$ cat src/common/life_cfg_pkg.sv
////////////////////////////////////////////////////////////////////////////
// board geometry defaults for the row streaming Life engine
// top level reads these to set WIDTH, DEPTH and GENS on its children
////////////////////////////////////////////////////////////////////////////

package life_cfg_pkg;

	////////////////////////////////////////////////////////////////////////////
	// geometry
	////////////////////////////////////////////////////////////////////////////

	// one row is one RAM word
	localparam int WIDTH_DEF = 16;	// cells per row
	localparam int DEPTH_DEF = 16;	// rows per board, torus in both directions
	localparam int GENS_DEF  = 2;	// chained generation stages, 1 to 3

	// row address width follows the board depth
	localparam int ABITS = $clog2(DEPTH_DEF);

	////////////////////////////////////////////////////////////////////////////
	// derived types
	////////////////////////////////////////////////////////////////////////////

	// bit x of a row is column x
	// column 0 neighbours column WIDTH_DEF-1
	typedef logic [WIDTH_DEF-1:0] row_t;

	// row index inside one bank
	// bank select sits above it in the RAM
	typedef logic [ABITS-1:0] addr_t;

endpackage

$ cat src/common/life_cmd_pkg.sv
////////////////////////////////////////////////////////////////////////////
// host command opcodes and sequencer FSM states
////////////////////////////////////////////////////////////////////////////

package life_cmd_pkg;

	// host command port opcodes
	typedef enum logic [1:0] {
		op_nop   = 2'd0,	// accepted and ignored
		op_write = 2'd1,	// cmd_data into current bank at cmd_addr
		op_read  = 2'd2,	// row of current bank back on rsp_data
		op_step  = 2'd3		// one pass of GENS generations
	} cmd_op_e;

	// row sequencer FSM
	// cmd_ready is high only in st_idle
	typedef enum logic [1:0] {
		st_idle   = 2'd0,	// taking commands
		st_stream = 2'd1,	// one row read per cycle
		st_drain  = 2'd2	// reads done, writeback still busy
	} seq_state_e;

endpackage

$ cat src/rtl/cell_ram.sv
////////////////////////////////////////////////////////////////////////////
// two bank board RAM with one registered read port and one write port
// host writes and writeback writes share the write port
////////////////////////////////////////////////////////////////////////////

`timescale 1ns/1ns

module cell_ram #(
	parameter int WIDTH = 16,	// row width
	parameter int DEPTH = 16	// rows per bank
) (
	input  logic                 clk,
	input  logic                 rd_en,
	input  logic                 rd_bank,
	input  life_cfg_pkg::addr_t  rd_addr,
	output logic [WIDTH-1:0]     rd_row,		// valid the cycle after rd_en
	input  logic                 host_we,
	input  life_cfg_pkg::addr_t  host_addr,
	input  logic [WIDTH-1:0]     host_row,
	input  logic                 wb_we,
	input  logic                 wb_bank,
	input  life_cfg_pkg::addr_t  wb_addr,
	input  logic [WIDTH-1:0]     wb_row,
	input  logic                 cur_bank		// host writes land here
);

	// bank is the top address bit
	logic [WIDTH-1:0] mem [0:2*DEPTH-1];

	logic                            we;
	logic [life_cfg_pkg::ABITS:0]    wr_idx;
	logic [WIDTH-1:0]                wr_row;

	// merge write sources, host only ever writes while idle
	assign we     = host_we | wb_we;
	assign wr_idx = host_we ? {cur_bank, host_addr} : {wb_bank, wb_addr};
	assign wr_row = host_we ? host_row : wb_row;

	always_ff @(posedge clk) begin
		if (we)
			mem[wr_idx] <= wr_row;
		if (rd_en)
			rd_row <= mem[{rd_bank, rd_addr}];	// registered read
	end

endmodule

$ cat src/rtl/row_sequencer.sv
////////////////////////////////////////////////////////////////////////////
// command FSM and row read order for step passes
// owns the current bank bit, flipped when writeback finishes a pass
////////////////////////////////////////////////////////////////////////////

`timescale 1ns/1ns

module row_sequencer #(
	parameter int WIDTH = 16,	// row width
	parameter int DEPTH = 16,	// board rows
	parameter int GENS  = 2		// generation stages in the chain
) (
	input  logic                  clk,
	input  logic                  rst,
	// host command port
	input  logic                  cmd_valid,
	input  life_cmd_pkg::cmd_op_e cmd_op,
	input  life_cfg_pkg::addr_t   cmd_addr,
	input  logic [WIDTH-1:0]      cmd_data,
	output logic                  cmd_ready,
	output logic                  rsp_valid,
	output logic [WIDTH-1:0]      rsp_data,
	// RAM read port
	output logic                  rd_en,
	output logic                  rd_bank,
	output life_cfg_pkg::addr_t   rd_addr,
	input  logic [WIDTH-1:0]      rd_row,
	// RAM host write
	output logic                  host_we,
	output life_cfg_pkg::addr_t   host_addr,
	output logic [WIDTH-1:0]      host_row,
	// stream markers into first stage
	output logic                  in_valid,
	output logic                  in_first,
	// writeback handshake
	input  logic                  bank_flip,
	output logic                  cur_bank
);

	// each stage eats one row at either end, so read GENS extra on both sides
	localparam int NREADS = DEPTH + 2*GENS;
	localparam int CW     = $clog2(NREADS + 1);
	localparam life_cfg_pkg::addr_t START_ROW = life_cfg_pkg::addr_t'(DEPTH - GENS);

	life_cmd_pkg::seq_state_e state;
	logic [CW-1:0]            cnt;		// reads issued this pass
	life_cfg_pkg::addr_t      row_ptr;	// next row to read, wraps at DEPTH
	logic                     rd_pend;	// host read in RAM
	logic                     accept;
	logic                     host_rd;
	logic                     streaming;

	assign cmd_ready = (state == life_cmd_pkg::st_idle);
	assign accept    = cmd_valid & cmd_ready;
	assign host_rd   = accept && (cmd_op == life_cmd_pkg::op_read);
	assign streaming = (state == life_cmd_pkg::st_stream);

	// read port shared by host reads and the stream
	assign rd_en   = host_rd | streaming;
	assign rd_bank = cur_bank;
	assign rd_addr = streaming ? row_ptr : cmd_addr;

	// host write, only possible while idle
	assign host_we   = accept && (cmd_op == life_cmd_pkg::op_write);
	assign host_addr = cmd_addr;
	assign host_row  = cmd_data;

	////////////////////////////////////////////////////////////////////////////
	// FSM and stream counters
	////////////////////////////////////////////////////////////////////////////

	always_ff @(posedge clk) begin
		if (rst) begin
			state     <= life_cmd_pkg::st_idle;
			cur_bank  <= 1'b0;
			cnt       <= '0;
			row_ptr   <= '0;
			rd_pend   <= 1'b0;
			rsp_valid <= 1'b0;
			in_valid  <= 1'b0;
			in_first  <= 1'b0;
		end else begin
			rd_pend   <= host_rd;	// RAM cycle
			rsp_valid <= rd_pend;	// output register cycle
			// markers ride one cycle behind the read, in step with rd_row
			in_valid  <= streaming;
			in_first  <= streaming && (cnt == '0);
			case (state)
				life_cmd_pkg::st_idle: begin
					if (accept && (cmd_op == life_cmd_pkg::op_step)) begin
						state   <= life_cmd_pkg::st_stream;
						cnt     <= '0;
						row_ptr <= START_ROW;	// GENS rows above row 0
					end
				end
				life_cmd_pkg::st_stream: begin
					cnt     <= cnt + 1'b1;
					row_ptr <= (row_ptr == life_cfg_pkg::addr_t'(DEPTH - 1)) ?
						'0 : row_ptr + 1'b1;	// torus wrap
					if (cnt == CW'(NREADS - 1))
						state <= life_cmd_pkg::st_drain;
				end
				life_cmd_pkg::st_drain: begin
					if (bank_flip) begin	// new board complete in other bank
						cur_bank <= ~cur_bank;
						state    <= life_cmd_pkg::st_idle;
					end
				end
				default: state <= life_cmd_pkg::st_idle;
			endcase
		end
	end

	// response payload
	always_ff @(posedge clk) begin
		if (rd_pend)
			rsp_data <= rd_row;
	end

endmodule

$ cat src/life_core/life_gen_stage.sv
////////////////////////////////////////////////////////////////////////////
// one Life generation over a gapless stream of rows
// emits one row fewer at each end of a pass, two cycles of latency
////////////////////////////////////////////////////////////////////////////

`timescale 1ns/1ns

module life_gen_stage #(
	parameter int WIDTH = 16	// cells per row
) (
	input  logic             clk,
	input  logic             rst,
	input  logic             in_valid,
	input  logic             in_first,	// first row of a pass
	input  logic [WIDTH-1:0] in_row,
	output logic             out_valid,
	output logic             out_first,
	output logic [WIDTH-1:0] out_row
);

	// window is in_row plus the two rows before it
	logic [WIDTH-1:0] win1;	// previous row, centre of the window
	logic [WIDTH-1:0] win2;	// oldest row
	logic [1:0]       fill;	// rows held since in_first, saturates at 3
	logic             full;	// in_row completes a window
	logic             full_first;

	// stage 1 registers
	logic [WIDTH-1:0][1:0] vsum;	// column sums 0..3
	logic [WIDTH-1:0]      mid;		// centre row kept for the rule
	logic                  v1_valid;
	logic                  v1_first;

	// stage 2 combinational
	logic [WIDTH-1:0][3:0] add9;	// 3x3 totals 0..9
	logic [WIDTH-1:0]      next;

	assign full       = in_valid && !in_first && (fill >= 2'd2);
	assign full_first = full && (fill == 2'd2);	// third row of the pass

	////////////////////////////////////////////////////////////////////////////
	// window shift and vertical sums
	////////////////////////////////////////////////////////////////////////////

	always_ff @(posedge clk) begin
		if (rst) begin
			fill     <= '0;
			v1_valid <= 1'b0;
			v1_first <= 1'b0;
		end else begin
			if (in_valid)
				fill <= in_first ? 2'd1 : ((fill == 2'd3) ? fill : fill + 1'b1);
			v1_valid <= full;
			v1_first <= full_first;
		end
	end

	always_ff @(posedge clk) begin
		if (in_valid) begin
			win2 <= win1;
			win1 <= in_row;
		end
		for (int x = 0; x < WIDTH; x++)
			vsum[x] <= {1'b0, win2[x]} + {1'b0, win1[x]} + {1'b0, in_row[x]};
		mid <= win1;
	end

	////////////////////////////////////////////////////////////////////////////
	// horizontal sum with wrap and the rule
	////////////////////////////////////////////////////////////////////////////

	always_comb begin
		int xl;
		int xr;
		for (int x = 0; x < WIDTH; x++) begin
			xl = (x == 0) ? WIDTH - 1 : x - 1;	// left wrap
			xr = (x == WIDTH - 1) ? 0 : x + 1;	// right wrap
			add9[x] = {2'b00, vsum[xl]} + {2'b00, vsum[x]} + {2'b00, vsum[xr]};
			// total counts the cell itself
			next[x] = (add9[x] == 4'd3) || ((add9[x] == 4'd4) && mid[x]);
		end
	end

	always_ff @(posedge clk) begin
		if (rst) begin
			out_valid <= 1'b0;
			out_first <= 1'b0;
		end else begin
			out_valid <= v1_valid;
			out_first <= v1_first;
		end
	end

	always_ff @(posedge clk)
		out_row <= next;

endmodule

$ cat src/life_core/row_writeback.sv
////////////////////////////////////////////////////////////////////////////
// writes result rows of a pass into the bank not being read
// pulses bank_flip with the last row of the board
////////////////////////////////////////////////////////////////////////////

`timescale 1ns/1ns

module row_writeback #(
	parameter int WIDTH = 16,	// cells per row
	parameter int DEPTH = 16	// rows per board
) (
	input  logic                clk,
	input  logic                rst,
	input  logic                out_valid,
	input  logic                out_first,	// result row 0
	input  logic [WIDTH-1:0]    out_row,
	input  logic                cur_bank,
	output logic                wb_we,
	output logic                wb_bank,
	output life_cfg_pkg::addr_t wb_addr,
	output logic [WIDTH-1:0]    wb_row,
	output logic                bank_flip
);

	life_cfg_pkg::addr_t addr_cnt;	// next row to write
	life_cfg_pkg::addr_t this_addr;

	// restart at row 0 on each pass
	assign this_addr = out_first ? '0 : addr_cnt;

	always_ff @(posedge clk) begin
		if (rst) begin
			addr_cnt  <= '0;
			wb_we     <= 1'b0;
			bank_flip <= 1'b0;
		end else begin
			wb_we     <= out_valid;
			// DEPTH-th write of the pass, alongside the last wb_we
			bank_flip <= out_valid && (this_addr == life_cfg_pkg::addr_t'(DEPTH - 1));
			if (out_valid)
				addr_cnt <= this_addr + 1'b1;
		end
	end

	// payload, qualified by wb_we
	always_ff @(posedge clk) begin
		if (out_valid) begin
			wb_addr <= this_addr;
			wb_row  <= out_row;
			wb_bank <= ~cur_bank;	// inactive bank
		end
	end

endmodule

$ cat src/rtl/life_engine_top.sv
////////////////////////////////////////////////////////////////////////////
// Life engine top, host command port over a two bank torus board
// step passes stream rows through GENS stages into the other bank
////////////////////////////////////////////////////////////////////////////

`timescale 1ns/1ns

module life_engine_top #(
	parameter int WIDTH = life_cfg_pkg::WIDTH_DEF,
	parameter int DEPTH = life_cfg_pkg::DEPTH_DEF,
	parameter int GENS  = life_cfg_pkg::GENS_DEF
) (
	input  logic                  clk,
	input  logic                  rst,
	input  logic                  cmd_valid,
	input  life_cmd_pkg::cmd_op_e cmd_op,
	input  life_cfg_pkg::addr_t   cmd_addr,
	input  life_cfg_pkg::row_t    cmd_data,
	output logic                  cmd_ready,
	output logic                  rsp_valid,
	output life_cfg_pkg::row_t    rsp_data
);

	// read port
	logic                rd_en;
	logic                rd_bank;
	life_cfg_pkg::addr_t rd_addr;
	// host write
	logic                host_we;
	life_cfg_pkg::addr_t host_addr;
	logic [WIDTH-1:0]    host_row;
	// writeback
	logic                wb_we;
	logic                wb_bank;
	life_cfg_pkg::addr_t wb_addr;
	logic [WIDTH-1:0]    wb_row;
	logic                bank_flip;
	logic                cur_bank;

	// stage chain, index 0 is RAM data, index GENS is the last result
	logic             s_valid [0:GENS];
	logic             s_first [0:GENS];
	logic [WIDTH-1:0] s_row   [0:GENS];

	row_sequencer #(.WIDTH(WIDTH), .DEPTH(DEPTH), .GENS(GENS)) u_seq (
		.clk(clk), .rst(rst),
		.cmd_valid(cmd_valid), .cmd_op(cmd_op), .cmd_addr(cmd_addr), .cmd_data(cmd_data),
		.cmd_ready(cmd_ready), .rsp_valid(rsp_valid), .rsp_data(rsp_data),
		.rd_en(rd_en), .rd_bank(rd_bank), .rd_addr(rd_addr), .rd_row(s_row[0]),
		.host_we(host_we), .host_addr(host_addr), .host_row(host_row),
		.in_valid(s_valid[0]), .in_first(s_first[0]),
		.bank_flip(bank_flip), .cur_bank(cur_bank)
	);

	cell_ram #(.WIDTH(WIDTH), .DEPTH(DEPTH)) u_ram (
		.clk(clk),
		.rd_en(rd_en), .rd_bank(rd_bank), .rd_addr(rd_addr), .rd_row(s_row[0]),
		.host_we(host_we), .host_addr(host_addr), .host_row(host_row),
		.wb_we(wb_we), .wb_bank(wb_bank), .wb_addr(wb_addr), .wb_row(wb_row),
		.cur_bank(cur_bank)
	);

	// one generation per stage
	for (genvar g = 0; g < GENS; g++) begin : gen_stage
		life_gen_stage #(.WIDTH(WIDTH)) u_stage (
			.clk(clk), .rst(rst),
			.in_valid(s_valid[g]), .in_first(s_first[g]), .in_row(s_row[g]),
			.out_valid(s_valid[g+1]), .out_first(s_first[g+1]), .out_row(s_row[g+1])
		);
	end

	row_writeback #(.WIDTH(WIDTH), .DEPTH(DEPTH)) u_wb (
		.clk(clk), .rst(rst),
		.out_valid(s_valid[GENS]), .out_first(s_first[GENS]), .out_row(s_row[GENS]),
		.cur_bank(cur_bank),
		.wb_we(wb_we), .wb_bank(wb_bank), .wb_addr(wb_addr), .wb_row(wb_row),
		.bank_flip(bank_flip)
	);

endmodule

$ cat config.mk
export PLATFORM = sky130hd
export DESIGN_NAME = life_engine_top
export DESIGN_NICKNAME = d
export VERILOG_FILES = /design/src/common/life_cfg_pkg.sv /design/src/common/life_cmd_pkg.sv /design/src/rtl/cell_ram.sv /design/src/rtl/row_sequencer.sv /design/src/life_core/life_gen_stage.sv /design/src/life_core/row_writeback.sv /design/src/rtl/life_engine_top.sv
export SDC_FILE = /design/constraint.sdc
export NUM_CORES = 1
export LEC_CHECK = 0
export ABC_AREA = 0
export ABC_CLOCK_PERIOD_IN_PS = 3600
export BUFFER_PORTS_ARGS = -buffer_cell sky130_fd_sc_hd__buf_2
export CORE_ASPECT_RATIO = 1.1
export CORE_MARGIN = 2
export CORE_UTILIZATION = 50
export DETAILED_ROUTE_END_ITERATION = 6
export GPL_TIMING_DRIVEN = 0
export PLACE_DENSITY = 0.66
export SYNTH_ARGS = -nofsm -noshare
export SYNTH_HDL_FRONTEND = slang
export SYNTH_HIERARCHICAL = 1
export SYNTH_SLANG_ARGS = --single-unit
$ cat constraint.sdc
create_clock -name clk -period 3.6 [get_ports clk]
set_input_delay 0.72 -clock clk [delete_from_list [all_inputs] [get_ports clk]]
set_output_delay 0.72 -clock clk [all_outputs]
set_load 0.03 [all_outputs]
==> impl_results.md, run 1 <==
* Antenna Nets Post-Route at 0
* TritonRoute pass-1 iters at 5
* Cell family with most CP delay: simple AND/OR/NAND/NOR gates
* Hold WS at 0.337 ns
* Number of global-route vias before repair at about 17000
* Worst setup margin at about 0.080 ns
* 1st-iter DRT viols at about 1400
* Clock transition at the registers of the reported paths at around 0.060 ns
* Synth cell types at between 50 and 60
* N_diodes at 0
* CP max stage cell: o32ai_1
* Fin cells at 3038
* Ys async rst share at 0%
* I/O pin count at 43
* CP Max Fanout at 16
* H-tree depth at 3
* Synth Cell Area at ~32000 um^2
* # Post-CTS Setup Buffers at 0
* Crit. End Element: register
* Clock Skew at 0.0288 ns
* DR WL/cell at 23.2 um
* Final Cell Area at around 36000 um^2
* FP Rows at 97
* Dominant synthesized flop cell: edfxtp_1
* Cell Count Post-Placement at 2885
* Hold Fails Final Rpt at 0
* GRT overflow at 0
* Hold Buf Count CTS at 0
* DR vias/cell at 5.56
* Fmax at 0.284 GHz
* Vias at 16889
* Skew-Pair Late Insertion Delay at 0.63 ns
* Slew HR at between 10% and 20%
* Fin crit period at 3.52 ns
* Remaining DRCs at 0
* PwrDens at between 500 and 600 nW/um^2
* Flop and latch count out of synthesis at 791
* Layout cells sized above 1 at a little over an eighth
* Hpwl dp at 46300 um
* Placer Congestion at 0.849
* CP Cell Sequence: buf_6 > nor2_1 > and4b_1 > buf_2 > o32ai_1 > nand2_1 > nor2_2
* RSZ-0062 raised after global routing: true
* Root Driver: clkbuf_16
* Die H at 270 um
* CP arrival at 3.76 ns
* Total negative slack at 0 ns
* Highest-count cells in the layout ignoring fill and taps: edfxtp_1, mux2i_1, inv_1
* Commonest non-fill, non-tap cell in the layout: edfxtp_1
* Routed wire length at between 70000 and 80000 um
* Max cap viols at 0
* Total GRT Usage at a little over a fifth
* CTS Buffer Depth at 3
* Pleak at around 13 nW
* Final nets at 2321
* Worst-Margin Slew at approximately 1.3 ns
* YS warnings at 6
* Sequential element share of the synthesized area at 68.8%
* Buf+Inv Stages, Crit Path at 2
* CTS Sinks at 791
* First-pass GRT wire length at roughly 110000 um
* Max-slew violation count at 0
* Cts bufs inserted at 82
* Initial antenna violation count at 2
* Worst path required time at 3.84 ns
* Outcome: complete, no violations
* Chip width at 246 um
* Core Area at 63700 um^2
* Tightest Hold Check Type: in -> reg
* Syn_area_per_cell at between 15 and 20 um^2
* Synth Instances at 2014
* CP max stage delay at approximately 0.86 ns
* Worst vdd ir at 0.394 mV
* Area delta synth->final at 12.8%
* Period utilisation layout at 97.8%
* CTS tree: done
* Final setup fails at 0
* Starting Density at 50.5%
* Dpl ws at -0.599 ns
* Die area at 66400 um^2
* PortBufs at 26
* Post-DP Area at around 33000 um^2
* Setup CP Type: reg -> reg
* Syn_nets at 2207
* Pin count of the biggest net entering global routing at 36
* Post-synth EDFFs at between 600 and 700
* Worst Setup Start Kind: register
-- final timing paths --
| kind | endpoint | slack (ns) | from | cells past startpoint |
|---|---|---|---|---|
| max | u_ram/mem[31][4]$_DFFE_PP_ | 0.08 | u_seq/state[0]$_SDFFE_PP0P_ | 7 |
| min | u_seq/rd_pend$_SDFF_PP0_ | 0.34 | cmd_op[0] | 2 |
| max reg2reg | u_ram/mem[31][4]$_DFFE_PP_ | 0.08 | u_seq/state[0]$_SDFFE_PP0P_ | 7 |
| min reg2reg | u_wb/wb_row[11]$_DFFE_PP_ | 0.40 | gen_stage[1].u_stage/out_row[11]$_DFF_P_ | 0 |
-- cells in the mapped netlist, types with 40 or more instances --
master,number,area [um^2]
a22oi_1,64,480
buf_4,40,300
mux2i_1,258,2580
nand2_1,89,334
nor2_1,48,180
fa_1,96,1920
dfxtp_1,162,3240
ha_1,72,901
edfxtp_1,629,18900
a21oi_1,41,205
inv_1,171,642
nand3_1,49,245
-- flip-flops by register name (all words and copies together), names as in the netlist, 2 cells and up --
signal                       count
gen_stage.u_stage/fill           4
gen_stage.u_stage/mid           32
gen_stage.u_stage/out_first      2
gen_stage.u_stage/out_row       32
gen_stage.u_stage/out_valid      2
gen_stage.u_stage/v1_first       2
gen_stage.u_stage/v1_valid       2
gen_stage.u_stage/vsum          64
gen_stage.u_stage/win1          32
gen_stage.u_stage/win2          32
u_ram/mem                      512
u_ram/rd_row                    16
u_seq/cnt                        5
u_seq/row_ptr                    4
u_seq/rsp_data                  16
u_seq/state                      2
u_wb/addr_cnt                    4
u_wb/wb_addr                     4
u_wb/wb_row                     16
-- repair_timing --
item	4_1_cts	5_1_grt
setup endpoints to repair	304	319
resized for setup	14	10
endpoints found under the hold margin	0	0
-- report_power, final --
group          leakage, nW  switching, mW  internal (mW)
Combinational         4.99           1.39          0.906
Clock                 1.32           3.44           4.92
Sequential            7.02          0.138           10.1
Total                 13.3           4.96           15.9
-- kinds of logic after synthesis --
group	after synthesis	synth area share [%]
flops	791	68.8
simple gates	294	4.80
mux	275	8.62
buf+inv	267	4.34
compound gates	219	4.67
fa+ha+maj	168	8.77
-- per-layer routing --
metal / GRT usage, % / vias up / share of wire, %
met2: 35.3 / 506 / 49
met4: 8.42 / 4 / 3.6
li1: - / 7658 / -
met1: 28.4 / 8582 / 42
met5: 0 / - / 0.041
met3: 4.11 / 139 / 5.7
-- per-stage QoR --
| step | power [mW] | util [%] |
|---|---|---|
| after CTS | 21.1 | 56.9 |
| after detailed placement | 12.7 | 52.6 |
| after global routing | 21.8 | 57.0 |
| final | 20.9 | 57.0 |
| after global placement | 12.6 | 52.3 |
| after floorplan | 12.0 | - |
-- worst reg2reg max path, cell delays in order (launching register included) --
cell and delay [ns]:
dfxtp_1 0.43, buf_6 0.17, nor2_1 0.07, and4b_1 0.26, buf_2 0.22, o32ai_1 0.86, nand2_1 0.33, nor2_2 0.78
-- area by class of cell --
| type | instances | area [um^2] |
|---|---|---|
| Fill cell | 4926 | 27400 |
| Sequential cell | 791 | 22100 |
| Multi-Input combinational cell | 956 | 8830 |
| Clock buffer | 109 | 2260 |
| Tap cell | 841 | 1050 |
| Buffer | 95 | 749 |
| Inverter | 172 | 646 |
| Clock inverter | 44 | 425 |
| Timing Repair Buffer | 30 | 200 |
(Power assumes the default switching activity.)
==> inputs of run 2 (changes only) <==
PLACE_DENSITY = 0.68   (was 0.66)
==> run 2 against run 1 <==
Against the previous run: non-clock buffer count is 11 higher; sequential share of layout area down 0.11 points; final area up 0.18%; core utilization is 0.10 points higher; via count down 0.11%; wire length fell by 0.47%; setup slack gained 0.054 ns.
==> impl_results.md, run 2 (same netlist as run 1, synthesis figures left out) <==
* CP max stage delay at 0.81 ns
* CP arrival at 3.70 ns
* Pin count of the biggest net entering global routing at 36
* Hpwl dp at 46600 um
* Routed wire length at approximately 70000 um
* Die H at around 270 um
* Number of global-route vias before repair at 17563
* Clock transition at the registers of the reported paths at 0.06 ns
* DR WL/cell at roughly 23 um
* I/O pin count at 43
* 1st-iter DRT viols at between 1000 and 1500
* H-tree depth at 3
* Antenna Nets Post-Route at 0
* Vias at ~17000
* Placer Congestion at 0.818
* Starting Density at 50.5%
* Final Core Density at a little under three fifths
* Worst Setup Start Kind: register
* DR vias/cell at 5.54
* FP Rows at between 90 and 100
* CTS Sinks at between 700 and 800
* Total negative slack at 0 ns
* Hold Path Cell Cnt at 2
* Highest-count cells in the layout ignoring fill and taps: edfxtp_1, mux2i_1, inv_1
* CP max stage cell: nor2_2
* RSZ-0062 raised after global routing: false
* Worst-Margin Slew at 1.32 ns
* Layout cells sized above 1 at 13.9%
* PortBufs at 26
* FILL cells at just under 5000
* Max-slew violation count at 0
* Worst vdd ir at 0.401 mV
* GRT overflow at 0
* CTS tree: done
* CTS Buffer Depth at 3
* Final setup fails at 0
* Pleak at between 10 and 15 nW
* Hold WS at between 0.3 and 0.4 ns
* Core Area at ~64000 um^2
* Crit. End Element: register
* Cell Count Post-Placement at 2891
* Remaining DRCs at 0
* Hold Fails Final Rpt at 0
* Max cap viols at 0
* Area delta synth->final at 13.0%
* TritonRoute pass-1 iters at 6
* Cells on worst reg2reg path at 7
* Outcome: complete, no violations
* Largest reg by FF count: u_ram/mem
* Initial antenna violation count at 1
* Worst path required time at approximately 3.8 ns
* Cts bufs inserted at 81
* CP Cell Sequence: buf_6 > nor2_1 > and4b_1 > buf_2 > mux2i_2 > nand2_1 > nor2_2
* Regs by FF count: u_ram/mem x512, gen_stage.u_stage/vsum x64
* CP Max Fanout at 16
* Max FFs per register at 512
* Skew-Pair Late Insertion Delay at 0.63 ns
* Chip width at 246 um
* Setup CP Type: reg -> reg
* Period utilisation layout at slightly below 100%
* Die area at about 66000 um^2
* Slew HR at 12.0%
* Dpl ws at -0.562 ns
* Power, Total at roughly 21 mW
* Root Driver: clkbuf_16
* PwrDens at roughly 580 nW/um^2
* Final nets at 2331
* Worst setup margin at 0.134 ns
* First-pass GRT wire length at 106000 um
* Fin cells at 3045
* Fin crit period at about 3.5 ns
* Post-DP Area at roughly 34000 um^2
* Fmax at 0.289 GHz
* Commonest non-fill, non-tap cell in the layout: edfxtp_1
* Total GRT Usage at 21.6%
* Hold Buf Count CTS at 0
* Tightest Hold Check Type: in -> reg
* Clock Skew at 0.0291 ns
* Final Cell Area at 36400 um^2
-- run 2: final timing paths --
path | startpoint | end | slack [ns]
worst max-delay path | u_seq/state[0]$_SDFFE_PP0P_ | u_ram/mem[17][13]$_DFFE_PP_ | 0.13
worst max register to register | u_seq/state[0]$_SDFFE_PP0P_ | u_ram/mem[17][13]$_DFFE_PP_ | 0.13
worst min-delay path | cmd_op[0] | u_seq/rd_pend$_SDFF_PP0_ | 0.34
worst min register to register | gen_stage[1].u_stage/out_row[9]$_DFF_P_ | u_wb/wb_row[9]$_DFFE_PP_ | 0.40
-- run 2: timing repair --
| action | 4_1_cts | 5_1_grt |
|---|---|---|
| pin swaps | 1 | 0 |
| setup endpoints to repair | 144 | 198 |
| setup buffers | 2 | 0 |
| cloned | 0 | 0 |
| gates resized for setup | 4 | 4 |
-- run 2: area by class of cell --
type                    count  area [um^2]  share of cell area (%)
plain buffers              95          749                    2.06
multi-input cells         956         8740                    24.0
repair buffers             41          317                   0.871
inverters                 172          646                    1.78
well taps                 841         1050                    2.89
flip-flops and latches    791        22100                    60.9
diodes                      1         2.50                 0.00688
clock inverters            43          408                    1.12
clock buffers             105         2300                    6.34
-- run 2: per-layer routing --
metal,vias to the layer above,part of all wire (%),track usage [%]
li1,7664,-,-
met1,8565,40,27.7
met2,518,50,36.3
met3,124,6.3,3.79
met4,0,3.5,8.64
met5,-,0,0
-- run 2: report_power, final --
group | switching [mW] | internal, mW | total (mW)
clock network | 3.40 | 5.02 | 8.42
logic | 1.38 | 0.907 | 2.28
registers | 0.136 | 10.1 | 10.2
-- run 2: worst max-delay path: cells and delay by family, from the launching register on --
family        cells  cell delay, ns
flops             1            0.37
mux               1            0.60
simple gates      4            1.65
buf+inv           2            0.44
